===== config.mk =====
export PLATFORM = sky130hd
export DESIGN_NAME = sifhTop
export DESIGN_NICKNAME = d
export VERILOG_FILES = /design/src/sifhPkg.sv /design/src/ramIf.sv /design/src/histBuilder.sv /design/src/histRam.sv /design/src/peakFinder.sv /design/src/sifhCtrl.sv /design/src/sifhTop.sv
export SDC_FILE = /design/constraint.sdc
export NUM_CORES = 1
export LEC_CHECK = 0
export ABC_AREA = 1
export BUFFER_PORTS_ARGS = -buffer_cell sky130_fd_sc_hd__buf_2
export CAP_MARGIN = 20
export CORE_UTILIZATION = 45
export DETAILED_ROUTE_END_ITERATION = 12
export PLACE_DENSITY = 0.69
export SYNTH_ARGS = -nofsm -noshare
export SYNTH_HDL_FRONTEND = slang
export SYNTH_SLANG_ARGS = --single-unit

===== constraint.sdc =====
create_clock -name clk -period 8.45 [get_ports clk]
set_input_delay 0.4225 -clock clk [delete_from_list [all_inputs] [get_ports clk]]
set_output_delay 0.4225 -clock clk [all_outputs]
set_load 0.01 [all_outputs]

===== src/sifhPkg.sv =====
package sifhPkg;

    // timestamp width, doubles as SRAM address width
    localparam int binBits = 6;

    // one bin per timestamp code
    localparam int binNum = 1 << binBits;

    // width of one bin count
    localparam int countBits = 6;

    // counts stick here instead of wrapping
    localparam int countMax = (1 << countBits) - 1;

    // minimum drain length, covers the builder pipeline depth
    localparam int drainLen = 3;

    // controller phases
    typedef enum logic [2:0] {
        CLEAR = 3'd0, // zero all bins
        IDLE  = 3'd1, // wait for start
        BUILD = 3'd2, // count events
        DRAIN = 3'd3, // let builder writes land
        PEAK  = 3'd4  // scan for maximum
    } ctrlState;

endpackage


===== src/ramIf.sv =====
`timescale 1ns/1ps

interface ramIf;
    import sifhPkg::*;

    logic [binBits-1:0]   waddr;   // write port
    logic                 wEnable;
    logic [countBits-1:0] wdata;
    logic [binBits-1:0]   raddr;   // read port
    logic                 rEnable;
    logic [countBits-1:0] rdata;   // valid one cycle after rEnable

    modport master (
        output waddr, wEnable, wdata,
        output raddr, rEnable,
        input  rdata
    );

    modport ram (
        input  waddr, wEnable, wdata,
        input  raddr, rEnable,
        output rdata
    );

endinterface


===== src/histBuilder.sv =====
`timescale 1ns/1ps

module histBuilder (
    input  logic                       clk,
    input  logic                       res,
    input  logic                       enable,
    input  logic                       dataValid,
    input  logic [sifhPkg::binBits-1:0] data,
    output logic                       busy,
    ramIf.master                       bus
);
    import sifhPkg::*;

    logic                 take;     // event accepted this cycle

    logic                 s2Valid;  // read data arrives
    logic [binBits-1:0]   s2Bin;

    logic                 s3Valid;  // write stage
    logic [binBits-1:0]   s3Bin;
    logic [countBits-1:0] s3Count;

    logic                 s4Valid;  // value written last cycle
    logic [binBits-1:0]   s4Bin;
    logic [countBits-1:0] s4Count;

    logic [countBits-1:0] base;     // current count of the stage 2 bin
    logic [countBits-1:0] bumped;

    assign take = enable && dataValid;

    // stage 1 issues the read straight from the input
    assign bus.raddr   = data;
    assign bus.rEnable = take;

    // stage 3 writes the new count
    assign bus.waddr   = s3Bin;
    assign bus.wdata   = s3Count;
    assign bus.wEnable = s3Valid;

    // rdata misses the write happening now and the one from last cycle,
    // the newer of the two wins
    always_comb begin
        if (s3Valid && s3Bin == s2Bin) begin
            base = s3Count;
        end else if (s4Valid && s4Bin == s2Bin) begin
            base = s4Count;
        end else begin
            base = bus.rdata;
        end
    end

    assign bumped = (base == countBits'(countMax)) ? base : base + 1'b1; // saturate

    always_ff @(posedge clk or negedge res) begin
        if (!res) begin
            s2Valid <= 1'b0;
            s3Valid <= 1'b0;
            s4Valid <= 1'b0;
        end else begin
            s2Valid <= take;
            s3Valid <= s2Valid;
            s4Valid <= s3Valid;
        end
    end

    // payload, qualified by the valid bits
    always_ff @(posedge clk) begin
        s2Bin   <= data;
        s3Bin   <= s2Bin;
        s3Count <= bumped;
        s4Bin   <= s3Bin;
        s4Count <= s3Count;
    end

    assign busy = s2Valid || s3Valid; // stage 4 is already in the SRAM

endmodule


===== src/histRam.sv =====
`timescale 1ns/1ps

module histRam (
    input logic clk,
    ramIf.ram   mem
);
    import sifhPkg::*;

    logic [countBits-1:0] store [binNum]; // histogram words

    // write port
    always_ff @(posedge clk) begin
        if (mem.wEnable) begin
            store[mem.waddr] <= mem.wdata;
        end
    end

    // registered read, old data on a same-address collision
    always_ff @(posedge clk) begin
        if (mem.rEnable) begin
            mem.rdata <= store[mem.raddr];
        end
    end

endmodule


===== src/peakFinder.sv =====
`timescale 1ns/1ps

module peakFinder (
    input  logic                         clk,
    input  logic                         res,
    input  logic                         go,
    output logic                         finish,
    ramIf.master                         bus,
    output logic [sifhPkg::binBits-1:0]   peakBin,
    output logic [sifhPkg::countBits-1:0] peakCount
);
    import sifhPkg::*;

    logic                 scan;      // read address walking
    logic [binBits-1:0]   addr;
    logic                 rdValid;   // rdata holds a bin this cycle
    logic                 lastRd;    // ... and it is the last one
    logic [binBits-1:0]   rdBin;
    logic [countBits-1:0] maxCount;  // running maximum
    logic [binBits-1:0]   maxBin;
    logic                 greater;
    logic [countBits-1:0] nextCount;
    logic [binBits-1:0]   nextBin;

    // read only
    assign bus.waddr   = '0;
    assign bus.wdata   = '0;
    assign bus.wEnable = 1'b0;
    assign bus.raddr   = addr;
    assign bus.rEnable = scan;

    // strictly greater keeps the lowest index on ties
    assign greater   = bus.rdata > maxCount;
    assign nextCount = greater ? bus.rdata : maxCount;
    assign nextBin   = greater ? rdBin : maxBin;

    always_ff @(posedge clk or negedge res) begin
        if (!res) begin
            scan      <= 1'b0;
            addr      <= '0;
            rdValid   <= 1'b0;
            lastRd    <= 1'b0;
            finish    <= 1'b0;
            peakBin   <= '0;
            peakCount <= '0;
        end else begin
            rdValid <= scan;
            lastRd  <= scan && (addr == binBits'(binNum - 1));
            finish  <= lastRd;
            if (go) begin
                scan <= 1'b1;
                addr <= '0;
            end else if (scan) begin
                addr <= addr + 1'b1;
                if (addr == binBits'(binNum - 1)) begin
                    scan <= 1'b0; // last bin requested
                end
            end
            if (lastRd) begin
                peakBin   <= nextBin;
                peakCount <= nextCount;
            end
        end
    end

    always_ff @(posedge clk) begin
        rdBin <= addr;
        if (go) begin
            maxCount <= '0; // empty frame reports bin 0
            maxBin   <= '0;
        end else if (rdValid) begin
            maxCount <= nextCount;
            maxBin   <= nextBin;
        end
    end

endmodule


===== src/sifhCtrl.sv =====
`timescale 1ns/1ps

module sifhCtrl (
    input  logic clk,
    input  logic res,
    input  logic start,
    input  logic frameEnd,
    input  logic buildBusy,
    input  logic peakFinish,
    output logic ready,
    output logic buildEnable,
    output logic peakGo,
    output logic done,
    ramIf.ram    buildBus,
    ramIf.ram    peakBus,
    ramIf.master ramBus
);
    import sifhPkg::*;

    ctrlState           state;
    ctrlState           stateNext;
    logic [binBits-1:0] clrAddr;   // clear write pointer
    logic               clrWe;     // clear write strobe
    logic               clrLast;
    logic [1:0]         drainCnt;

    assign clrLast = clrWe && (clrAddr == binBits'(binNum - 1));

    always_comb begin
        stateNext = state;
        case (state)
            CLEAR: begin
                if (clrLast) begin
                    stateNext = IDLE;
                end
            end
            IDLE: begin
                if (start) begin
                    stateNext = BUILD;
                end
            end
            BUILD: begin
                if (frameEnd) begin
                    stateNext = DRAIN; // this cycle's event still counts
                end
            end
            DRAIN: begin
                if (drainCnt == 2'(drainLen - 1) && !buildBusy) begin
                    stateNext = PEAK;
                end
            end
            PEAK: begin
                if (peakFinish) begin
                    stateNext = CLEAR;
                end
            end
            default: stateNext = CLEAR;
        endcase
    end

    always_ff @(posedge clk or negedge res) begin
        if (!res) begin
            state    <= CLEAR;
            clrAddr  <= '0;
            clrWe    <= 1'b0;
            drainCnt <= '0;
            peakGo   <= 1'b0;
        end else begin
            state  <= stateNext;
            clrWe  <= (stateNext == CLEAR) && !clrLast;
            peakGo <= (state != PEAK) && (stateNext == PEAK); // first PEAK cycle
            if (clrWe) begin
                clrAddr <= clrAddr + 1'b1; // wraps to 0 after the last bin
            end
            if (state == DRAIN) begin
                drainCnt <= drainCnt + 1'b1;
            end else begin
                drainCnt <= '0;
            end
        end
    end

    assign ready       = (state == IDLE);
    assign buildEnable = (state == BUILD);
    assign done        = peakFinish;

    // SRAM ownership
    always_comb begin
        ramBus.waddr   = '0;
        ramBus.wEnable = 1'b0;
        ramBus.wdata   = '0;
        ramBus.raddr   = '0;
        ramBus.rEnable = 1'b0;
        case (state)
            CLEAR: begin
                ramBus.waddr   = clrAddr;
                ramBus.wEnable = clrWe;
            end
            BUILD, DRAIN: begin
                ramBus.waddr   = buildBus.waddr;
                ramBus.wEnable = buildBus.wEnable;
                ramBus.wdata   = buildBus.wdata;
                ramBus.raddr   = buildBus.raddr;
                ramBus.rEnable = buildBus.rEnable;
            end
            PEAK: begin
                ramBus.waddr   = peakBus.waddr;
                ramBus.wEnable = peakBus.wEnable;
                ramBus.wdata   = peakBus.wdata;
                ramBus.raddr   = peakBus.raddr;
                ramBus.rEnable = peakBus.rEnable;
            end
            default: ;
        endcase
    end

    assign buildBus.rdata = ramBus.rdata;
    assign peakBus.rdata  = ramBus.rdata;

endmodule


===== src/sifhTop.sv =====
`timescale 1ns/1ps

module sifhTop (
    input  logic                         clk,
    input  logic                         res,
    input  logic                         start,
    input  logic                         frameEnd,
    input  logic                         dataValid,
    input  logic [sifhPkg::binBits-1:0]   data,
    output logic                         ready,
    output logic                         done,
    output logic [sifhPkg::binBits-1:0]   peakBin,
    output logic [sifhPkg::countBits-1:0] peakCount
);

    logic buildEnable;
    logic buildBusy;
    logic peakGo;
    logic peakFinish;

    ramIf buildBus ();
    ramIf peakBus ();
    ramIf ramBus ();

    sifhCtrl ctrl (
        .clk         (clk),
        .res         (res),
        .start       (start),
        .frameEnd    (frameEnd),
        .buildBusy   (buildBusy),
        .peakFinish  (peakFinish),
        .ready       (ready),
        .buildEnable (buildEnable),
        .peakGo      (peakGo),
        .done        (done),
        .buildBus    (buildBus.ram),
        .peakBus     (peakBus.ram),
        .ramBus      (ramBus.master)
    );

    histBuilder builder (
        .clk       (clk),
        .res       (res),
        .enable    (buildEnable),
        .dataValid (dataValid),
        .data      (data),
        .busy      (buildBusy),
        .bus       (buildBus.master)
    );

    peakFinder finder (
        .clk       (clk),
        .res       (res),
        .go        (peakGo),
        .finish    (peakFinish),
        .bus       (peakBus.master),
        .peakBin   (peakBin),
        .peakCount (peakCount)
    );

    histRam ram (
        .clk (clk),
        .mem (ramBus.ram)
    );

endmodule


==> flow_summary_export.csv, run 1 <==
group,metric,value,unit
outcome,status,"finished, final reports clean",
pwr,power_frac_seq,0.549,
cts,insertion_delay,0.61,ns
global_routing,grt_max_degree,121,
setup_path,cp-start-kind,"flop",
setup_path,cpMostUsedCell,"nand3_1",
global_routing,antenna_found_initial,0,
route,route.vias.total,13700,
timing,min_period,3.58,ns
pwr,power_frac_comb,0.004,
yosys,ys_seq_area_frac,0.678,
floorplan,die-area,45500,um^2
floorplan,core_area,44100,um^2
place,placed_cell_area,20700,um^2
min_path,hold_class,"in -> reg",
timing,final-max-slew-violation-count,0,
cts,cts_tree,"done",
pwr,peakVddDrop,0.138,mV
cts,htreeDepth,2,
global_routing,grt_pass1_wl,74400,um
pwr,switching_share,0.201,
pwr,p_clk_frac,0.447,
final_layout,seqCellArea,13600,um^2
final_layout,fin_nets,1888,
final_layout,final_cells,2500,
setup_path,cp_slowest_stage_delay,0.83,ns
floorplan,ios,25,
timing,tns,0,ns
timing,fin_crit_sh,0.423,
route,wl_per_cell,19.0,um
place,dp_hpwl,28400,um
timing,relSlewSlack,0.266,
yosys,synth_area,20100,um^2
floorplan,die_y,213,um
yosys,syn-num-nets,1869,
pwr,p_sw,921,uW
cts,cts_buffers,49,
setup_path,crit_chain,"nor2_4 > nand3_2 > nand2_8 > buf_4 > nand2_1 > o211ai_1 > nand3_1 > nand3_1 > nand3_1 > nand3_1 > nand2_1",
route,initialDrtViolationCount,1331,
global_routing,track_usage,0.216,
route,drc_errors,0,
timing,fmax,280,MHz
setup_path,cp_max_fo,115,
setup_path,cp-end-kind,"flop",
yosys,synth-seq-cells,476,
route,drtAntennaViolNets,0,
pwr,leakage,9.16,nW
cts,clkTransAtPathRegs,0.06,ns
pwr,p_int,3.66,mW
run,maxCapViolCount,0,
place,port_buffers,24,
global_routing,grt_pass1_vias,13200,
final_layout,multi_input_area,5180,um^2
cts,cts_hold_buffers,7,
pwr,power,4.58,mW
yosys,yosysWarnings,0,
final_layout,design_area,22300,um^2
setup_path,crit_arrival,3.93,ns
place,placed_cells,2400,
route,via_per_inst,5.46,
timing,fin_skew,0.0183,ns
yosys,ys_types,36,
final_layout,syn_to_final_growth,11.2,%
floorplan,initial_core_util,0.455,
final_layout,diodes,0,
cts,cts_max_path_buffers,3,
route,dr.pass1.iters,6,
setup_path,critical_path_class,"reg -> reg",
global_routing,grt_overflow,0,
route,drt_wl_total,47500,um
yosys,syn_avg_cell_area,10.9,um^2
cts,post_cts_buffers,0,
floorplan,fp.dieW,213,um
timing,setup_viol_count_final,0,
pwr,power_density,205,nW/um^2
cts,clock-root-buffer,"clkbuf_16",
cts,numClockSinks,476,
yosys,syn-instance-count,1848,
timing,rsz0062_at_grt,"false",
setup_path,critPathRequiredTime,8.81,ns
timing,hold_viol,0,
timing,tightestPinTransition,1.10,ns
setup_path,critPathSlowestCell,"buf_4",
place,place_congestion,0.866,
final_layout,drive_above_1_share,0.0718,
final_layout,fill_cells,3950,
floorplan,rows,77,
cts,ctsResizeCount,0,
[cells in the mapped netlist]
master | number | area share
a211oi_1 | 1 | 0.00037
a21oi_1 | 8 | 0.0020
a221oi_1 | 1 | 0.00044
buf_1 | 2 | 0.00037
buf_2 | 41 | 0.010
buf_4 | 15 | 0.0056
buf_6 | 1 | 0.00056
clkbuf_1 | 26 | 0.0049
clkinv_1 | 1 | 0.00019
dfrtp_1 | 38 | 0.047
dfxtp_1 | 48 | 0.048
edfxtp_1 | 390 | 0.58
ha_1 | 10 | 0.0062
inv_1 | 242 | 0.045
inv_2 | 4 | 0.00075
nand2_1 | 469 | 0.088
nand2_2 | 3 | 0.00093
nand3_1 | 213 | 0.053
nand3_2 | 2 | 0.0010
nand3b_1 | 6 | 0.0022
nand4_1 | 13 | 0.0040
nor2_1 | 88 | 0.016
nor2_2 | 1 | 0.00031
nor2_4 | 2 | 0.0011
nor3_1 | 9 | 0.0022
nor4_1 | 11 | 0.0034
o211ai_1 | 146 | 0.055
o21ai_0 | 35 | 0.0087
o21ai_1 | 1 | 0.00025
o21ai_2 | 1 | 0.00044
o22ai_1 | 7 | 0.0022
o22ai_2 | 6 | 0.0037
o32ai_1 | 1 | 0.00044
or2_2 | 1 | 0.00031
xnor2_1 | 1 | 0.00044
xor2_1 | 4 | 0.0017
[final timing paths]
check / from / slack (ns) / cells past startpoint / end
min in group asynchronous: res / 0.49 / 2 / finder.peakBin[5]
worst max register to register: ctrl.state[1] / 4.87 / 11 / ram.mem.rdata[2]
worst min-delay path: dataValid / 0.13 / 3 / builder.s2Valid
worst max-delay path: ctrl.state[1] / 4.87 / 11 / ram.mem.rdata[2]
worst min register to register: builder.bus.wdata[5] / 0.36 / 0 / builder.s4Count[5]
max in group asynchronous: res / 7.40 / 2 / ctrl.state[2]
[kinds of logic after synthesis]
group	count (synthesis)	share of synthesized area
AO/OA/AOI/OAI	207	0.0731
XOR/XNOR	5	0.00218
adder cells (fa/ha/maj)	10	0.00623
buffers and inverters	332	0.0677
flip-flops	476	0.678
AND/OR/NAND/NOR	818	0.173
[routing by layer]
metal	vias to the layer above	global-route usage	wire [um]
met4	0	0.0855	1610
met2	548	0.343	21900
li1	6396	-	-
met5	-	0	0
met3	111	0.0343	3620
met1	6601	0.297	20400
[critical path, delay by kind of cell, from the launching register on]
kind | cells | cell delay [ns]
AO/OA/AOI/OAI | 1 | 0.17
flip-flops | 1 | 0.44
AND/OR/NAND/NOR | 9 | 1.71
buffers and inverters | 1 | 0.83
[stage by stage]
| step | worst slack, ns | utilization | hold WS [ns] |
|---|---|---|---|
| after detailed placement | 4.96 | 0.470 | 0.360 |
| final | 4.87 | 0.506 | 0.126 |
| after floorplan | 5.54 | - | 0.127 |
| after CTS | 4.96 | 0.506 | 0.0685 |
| after global routing | 4.63 | 0.506 | 0.131 |
| after global placement | 5.03 | 0.470 | 0.356 |
[registers in the layout (all words and copies together) (netlist names), 2 cells and up]
name and count:
finder.peakBin 6, finder.maxCount 6, finder.bus.raddr 6, builder.bus.wdata 6, ram.mem.rdata 6, ctrl.state 3
builder.s4Bin 6, builder.s4Count 6, ctrl.clrAddr 6, ctrl.drainCnt 2, finder.maxBin 6, builder.s2Bin 6
ram.store 384, finder.peakCount 6, builder.bus.waddr 6, finder.rdBin 6
[power by group through the flow]
stage	Sequential, mW	Combinational, mW	Clock (mW)
after global routing	2.51	0.0235	2.17
final	2.51	0.0205	2.05
after global placement	2.56	0.0178	0
after CTS	2.51	0.0207	2.08
after floorplan	2.56	0.00815	0
after detailed placement	2.56	0.0180	0
[layout make-up]
| cell class | instances | share of cell area |
|---|---|---|
| Timing Repair Buffer | 53 | 0.0155 |
| Clock inverter | 26 | 0.00874 |
| Sequential cell | 476 | 0.610 |
| Inverter | 247 | 0.0415 |
| Tap cell | 592 | 0.0332 |
| Multi-Input combinational cell | 1040 | 0.232 |
| Clock buffer | 66 | 0.0594 |
[layout by cell type, fill, tap and decap left out, types with 2 or more instances in the layout]
cell type      Yosys  final
nand2_1          469    469
edfxtp_1         390    390
inv_1            242    242
nand3_1          213    213
o211ai_1         146    146
nor2_1            88     82
clkbuf_16          0     49
dfxtp_1           48     48
dfrtp_1           38     38
o21ai_0           35     35
buf_2             41     27
buf_4             15     18
clkinv_1           1     16
nand4_1           13     13
clkbuf_1          26     12
nor4_1            11     11
ha_1              10     10
nor3_1             9      9
nor2_4             2      8
a21oi_1            8      8
o22ai_1            7      7
dlygate4sd3_1      0      7
nand3b_1           6      6
o22ai_2            6      5
clkinv_2           0      5
xor2_1             4      4
inv_2              4      4
clkbuf_8           0      3
nand3_2            2      2
nand2_2            3      2
clkinv_4           0      2
clkbuf_4           0      2
Note: power is estimated with default switching activity, not from simulation.
==> run 2: changes to the inputs <==
==> constraint.sdc (replaced) <==
create_clock -name clk -period 3.4 [get_ports clk]
set_input_delay 0.17 -clock clk [delete_from_list [all_inputs] [get_ports clk]]
set_output_delay 0.17 -clock clk [all_outputs]
set_load 0.01 [all_outputs]
==> flow_summary_export.csv, run 2 (synthesized netlist as in run 1, its figures left out) <==
group,metric,value,unit
final_layout,multi_input_area,5180,um^2
setup_path,cp_max_fo,53,
setup_path,reg2reg_depth,11,
route,dr.pass1.iters,5,
final_layout,largest_register,"ram.store",
floorplan,fp.dieW,213,um
setup_path,crit_chain,"nor2_4 > nand2_2 > o21ai_4 > inv_2 > buf_4 > o211ai_1 > nand3_1 > nand3_1 > nand3_1 > nand3_1 > nand2_1",
final_layout,seqCellArea,13600,um^2
final_layout,syn_to_final_growth,14.0,%
route,drtAntennaViolNets,0,
final_layout,fill_cells,3814,
route,route.vias.total,13800,
setup_path,r2r_start,"ctrl.state[1]",
final_layout,design_area,22900,um^2
setup_path,cp_slowest_stage_delay,0.73,ns
pwr,peakVddDrop,0.371,mV
global_routing,grt_pass1_wl,74100,um
place,dp_hpwl,29200,um
setup_path,crit_start,"ctrl.state[1]",
cts,htreeDepth,2,
route,via_per_inst,5.40,
timing,hold_viol,0,
timing,fin_skew,0.0311,ns
final_layout,final_common_cell,"nand2_1",
global_routing,grt_overflow,0,
route,drt_wl_total,47600,um
place,port_buffers,24,
cts,numClockSinks,476,
global_routing,grt_max_degree,111,
timing,setup_viol_count_final,0,
timing,min_period,2.88,ns
setup_path,critical_path_class,"reg -> reg",
cts,cts_max_path_buffers,3,
floorplan,ios,25,
cts,cts_buffers,49,
run,maxCapViolCount,0,
cts,insertion_delay,0.61,ns
floorplan,die_y,213,um
global_routing,antenna_found_initial,0,
final_layout,largest_reg_flops,384,
place,pre_cts_ws,0.614,ns
pwr,power,11.4,mW
pwr,leakage,9.50,nW
cts,clkTransAtPathRegs,0.06,ns
floorplan,die-area,45500,um^2
setup_path,worst-path-buf-inv,2,
floorplan,initial_core_util,0.455,
setup_path,cp-end-kind,"flop",
place,place_congestion,0.916,
timing,tightestPinTransition,1.06,ns
setup_path,rrSetupSlack,0.52,ns
setup_path,crit_arrival,3.34,ns
setup_path,regToRegEndpoint,"ram.mem.rdata[2]",
final_layout,final_util,0.519,
setup_path,cpMostUsedCell,"nand3_1",
setup_path,critPathRequiredTime,3.85,ns
timing,fin_crit_sh,0.848,
min_path,hold_class,"in -> async",
place,placed_cell_area,21300,um^2
timing,final-max-slew-violation-count,0,
final_layout,diodes,0,
final_layout,drive_above_1_share,0.102,
route,initialDrtViolationCount,1564,
timing,fmax,347,MHz
setup_path,critPathSlowestCell,"inv_2",
final_layout,fin_nets,1951,
global_routing,grt_pass1_vias,13300,
pwr,power_density,496,nW/um^2
cts,cts_tree,"done",
setup_path,critical-path-top-delay-family,"buffers and inverters",
timing,worst_slack,0.517,ns
timing,tns,0,ns
final_layout,layout_common_cells,"nand2_1 (469), edfxtp_1 (390), inv_1 (242), nand3_1 (213), o211ai_1 (146)",
floorplan,rows,77,
floorplan,core_area,44100,um^2
cts,clock-root-buffer,"clkbuf_16",
route,wl_per_cell,18.6,um
outcome,status,"finished, final reports clean",
route,drc_errors,0,
timing,rsz0062_at_grt,"false",
timing,relSlewSlack,0.294,
setup_path,cp-start-kind,"flop",
global_routing,track_usage,0.214,
==> run 2: area by class of cell <==
class	count	share of cell area
clock inverter	14	0.00497
multi-input combinational	1040	0.226
tap	592	0.0323
timing repair buffer	116	0.0403
inverter	247	0.0405
sequential	476	0.595
clock buffer	71	0.0609
==> run 2: how the worst max path moves through the flow <==
stage,endpoint,slack (ns),cells after the start
after global routing,ram.mem.rdata[3],0.32,11
after global placement,ram.mem.rdata[3],0.69,11
after floorplan,ram.store[0][0],0.49,4
after detailed placement,ram.mem.rdata[2],0.61,11
after CTS,ram.mem.rdata[2],0.56,11
final,ram.mem.rdata[2],0.52,11
==> run 2: report_power, final <==
part	internal, mW	leakage (nW)	switching, mW
sequential	6.23	4.57	0.00796
combinational	0.0201	4.20	0.0349
clock	2.85	0.735	2.21
==> run 2: stage by stage <==
step | std cells | hold slack [ns]
global route | 2556 | 0.267
CTS | 2556 | 0.227
detailed placement | 2461 | 0.320
finish | 2556 | 0.242
floorplan | 1848 | -0.126
global placement | 2461 | 0.318
==> run 2: what timing repair did <==
action                                 CTS  global route
buffers inserted                         0             0
hold buffers                            10             0
endpoints found under the hold margin   48             0
gates resized for setup                  0             0
==> run 2: per-layer routing <==
| layer | up-vias | share of wire | global-route usage |
|---|---|---|---|
| li1 | 6505 | - | - |
| met1 | 6614 | 0.43 | 0.286 |
| met5 | - | 0 | 0 |
| met2 | 568 | 0.47 | 0.349 |
| met3 | 106 | 0.074 | 0.0406 |
| met4 | 0 | 0.033 | 0.0754 |
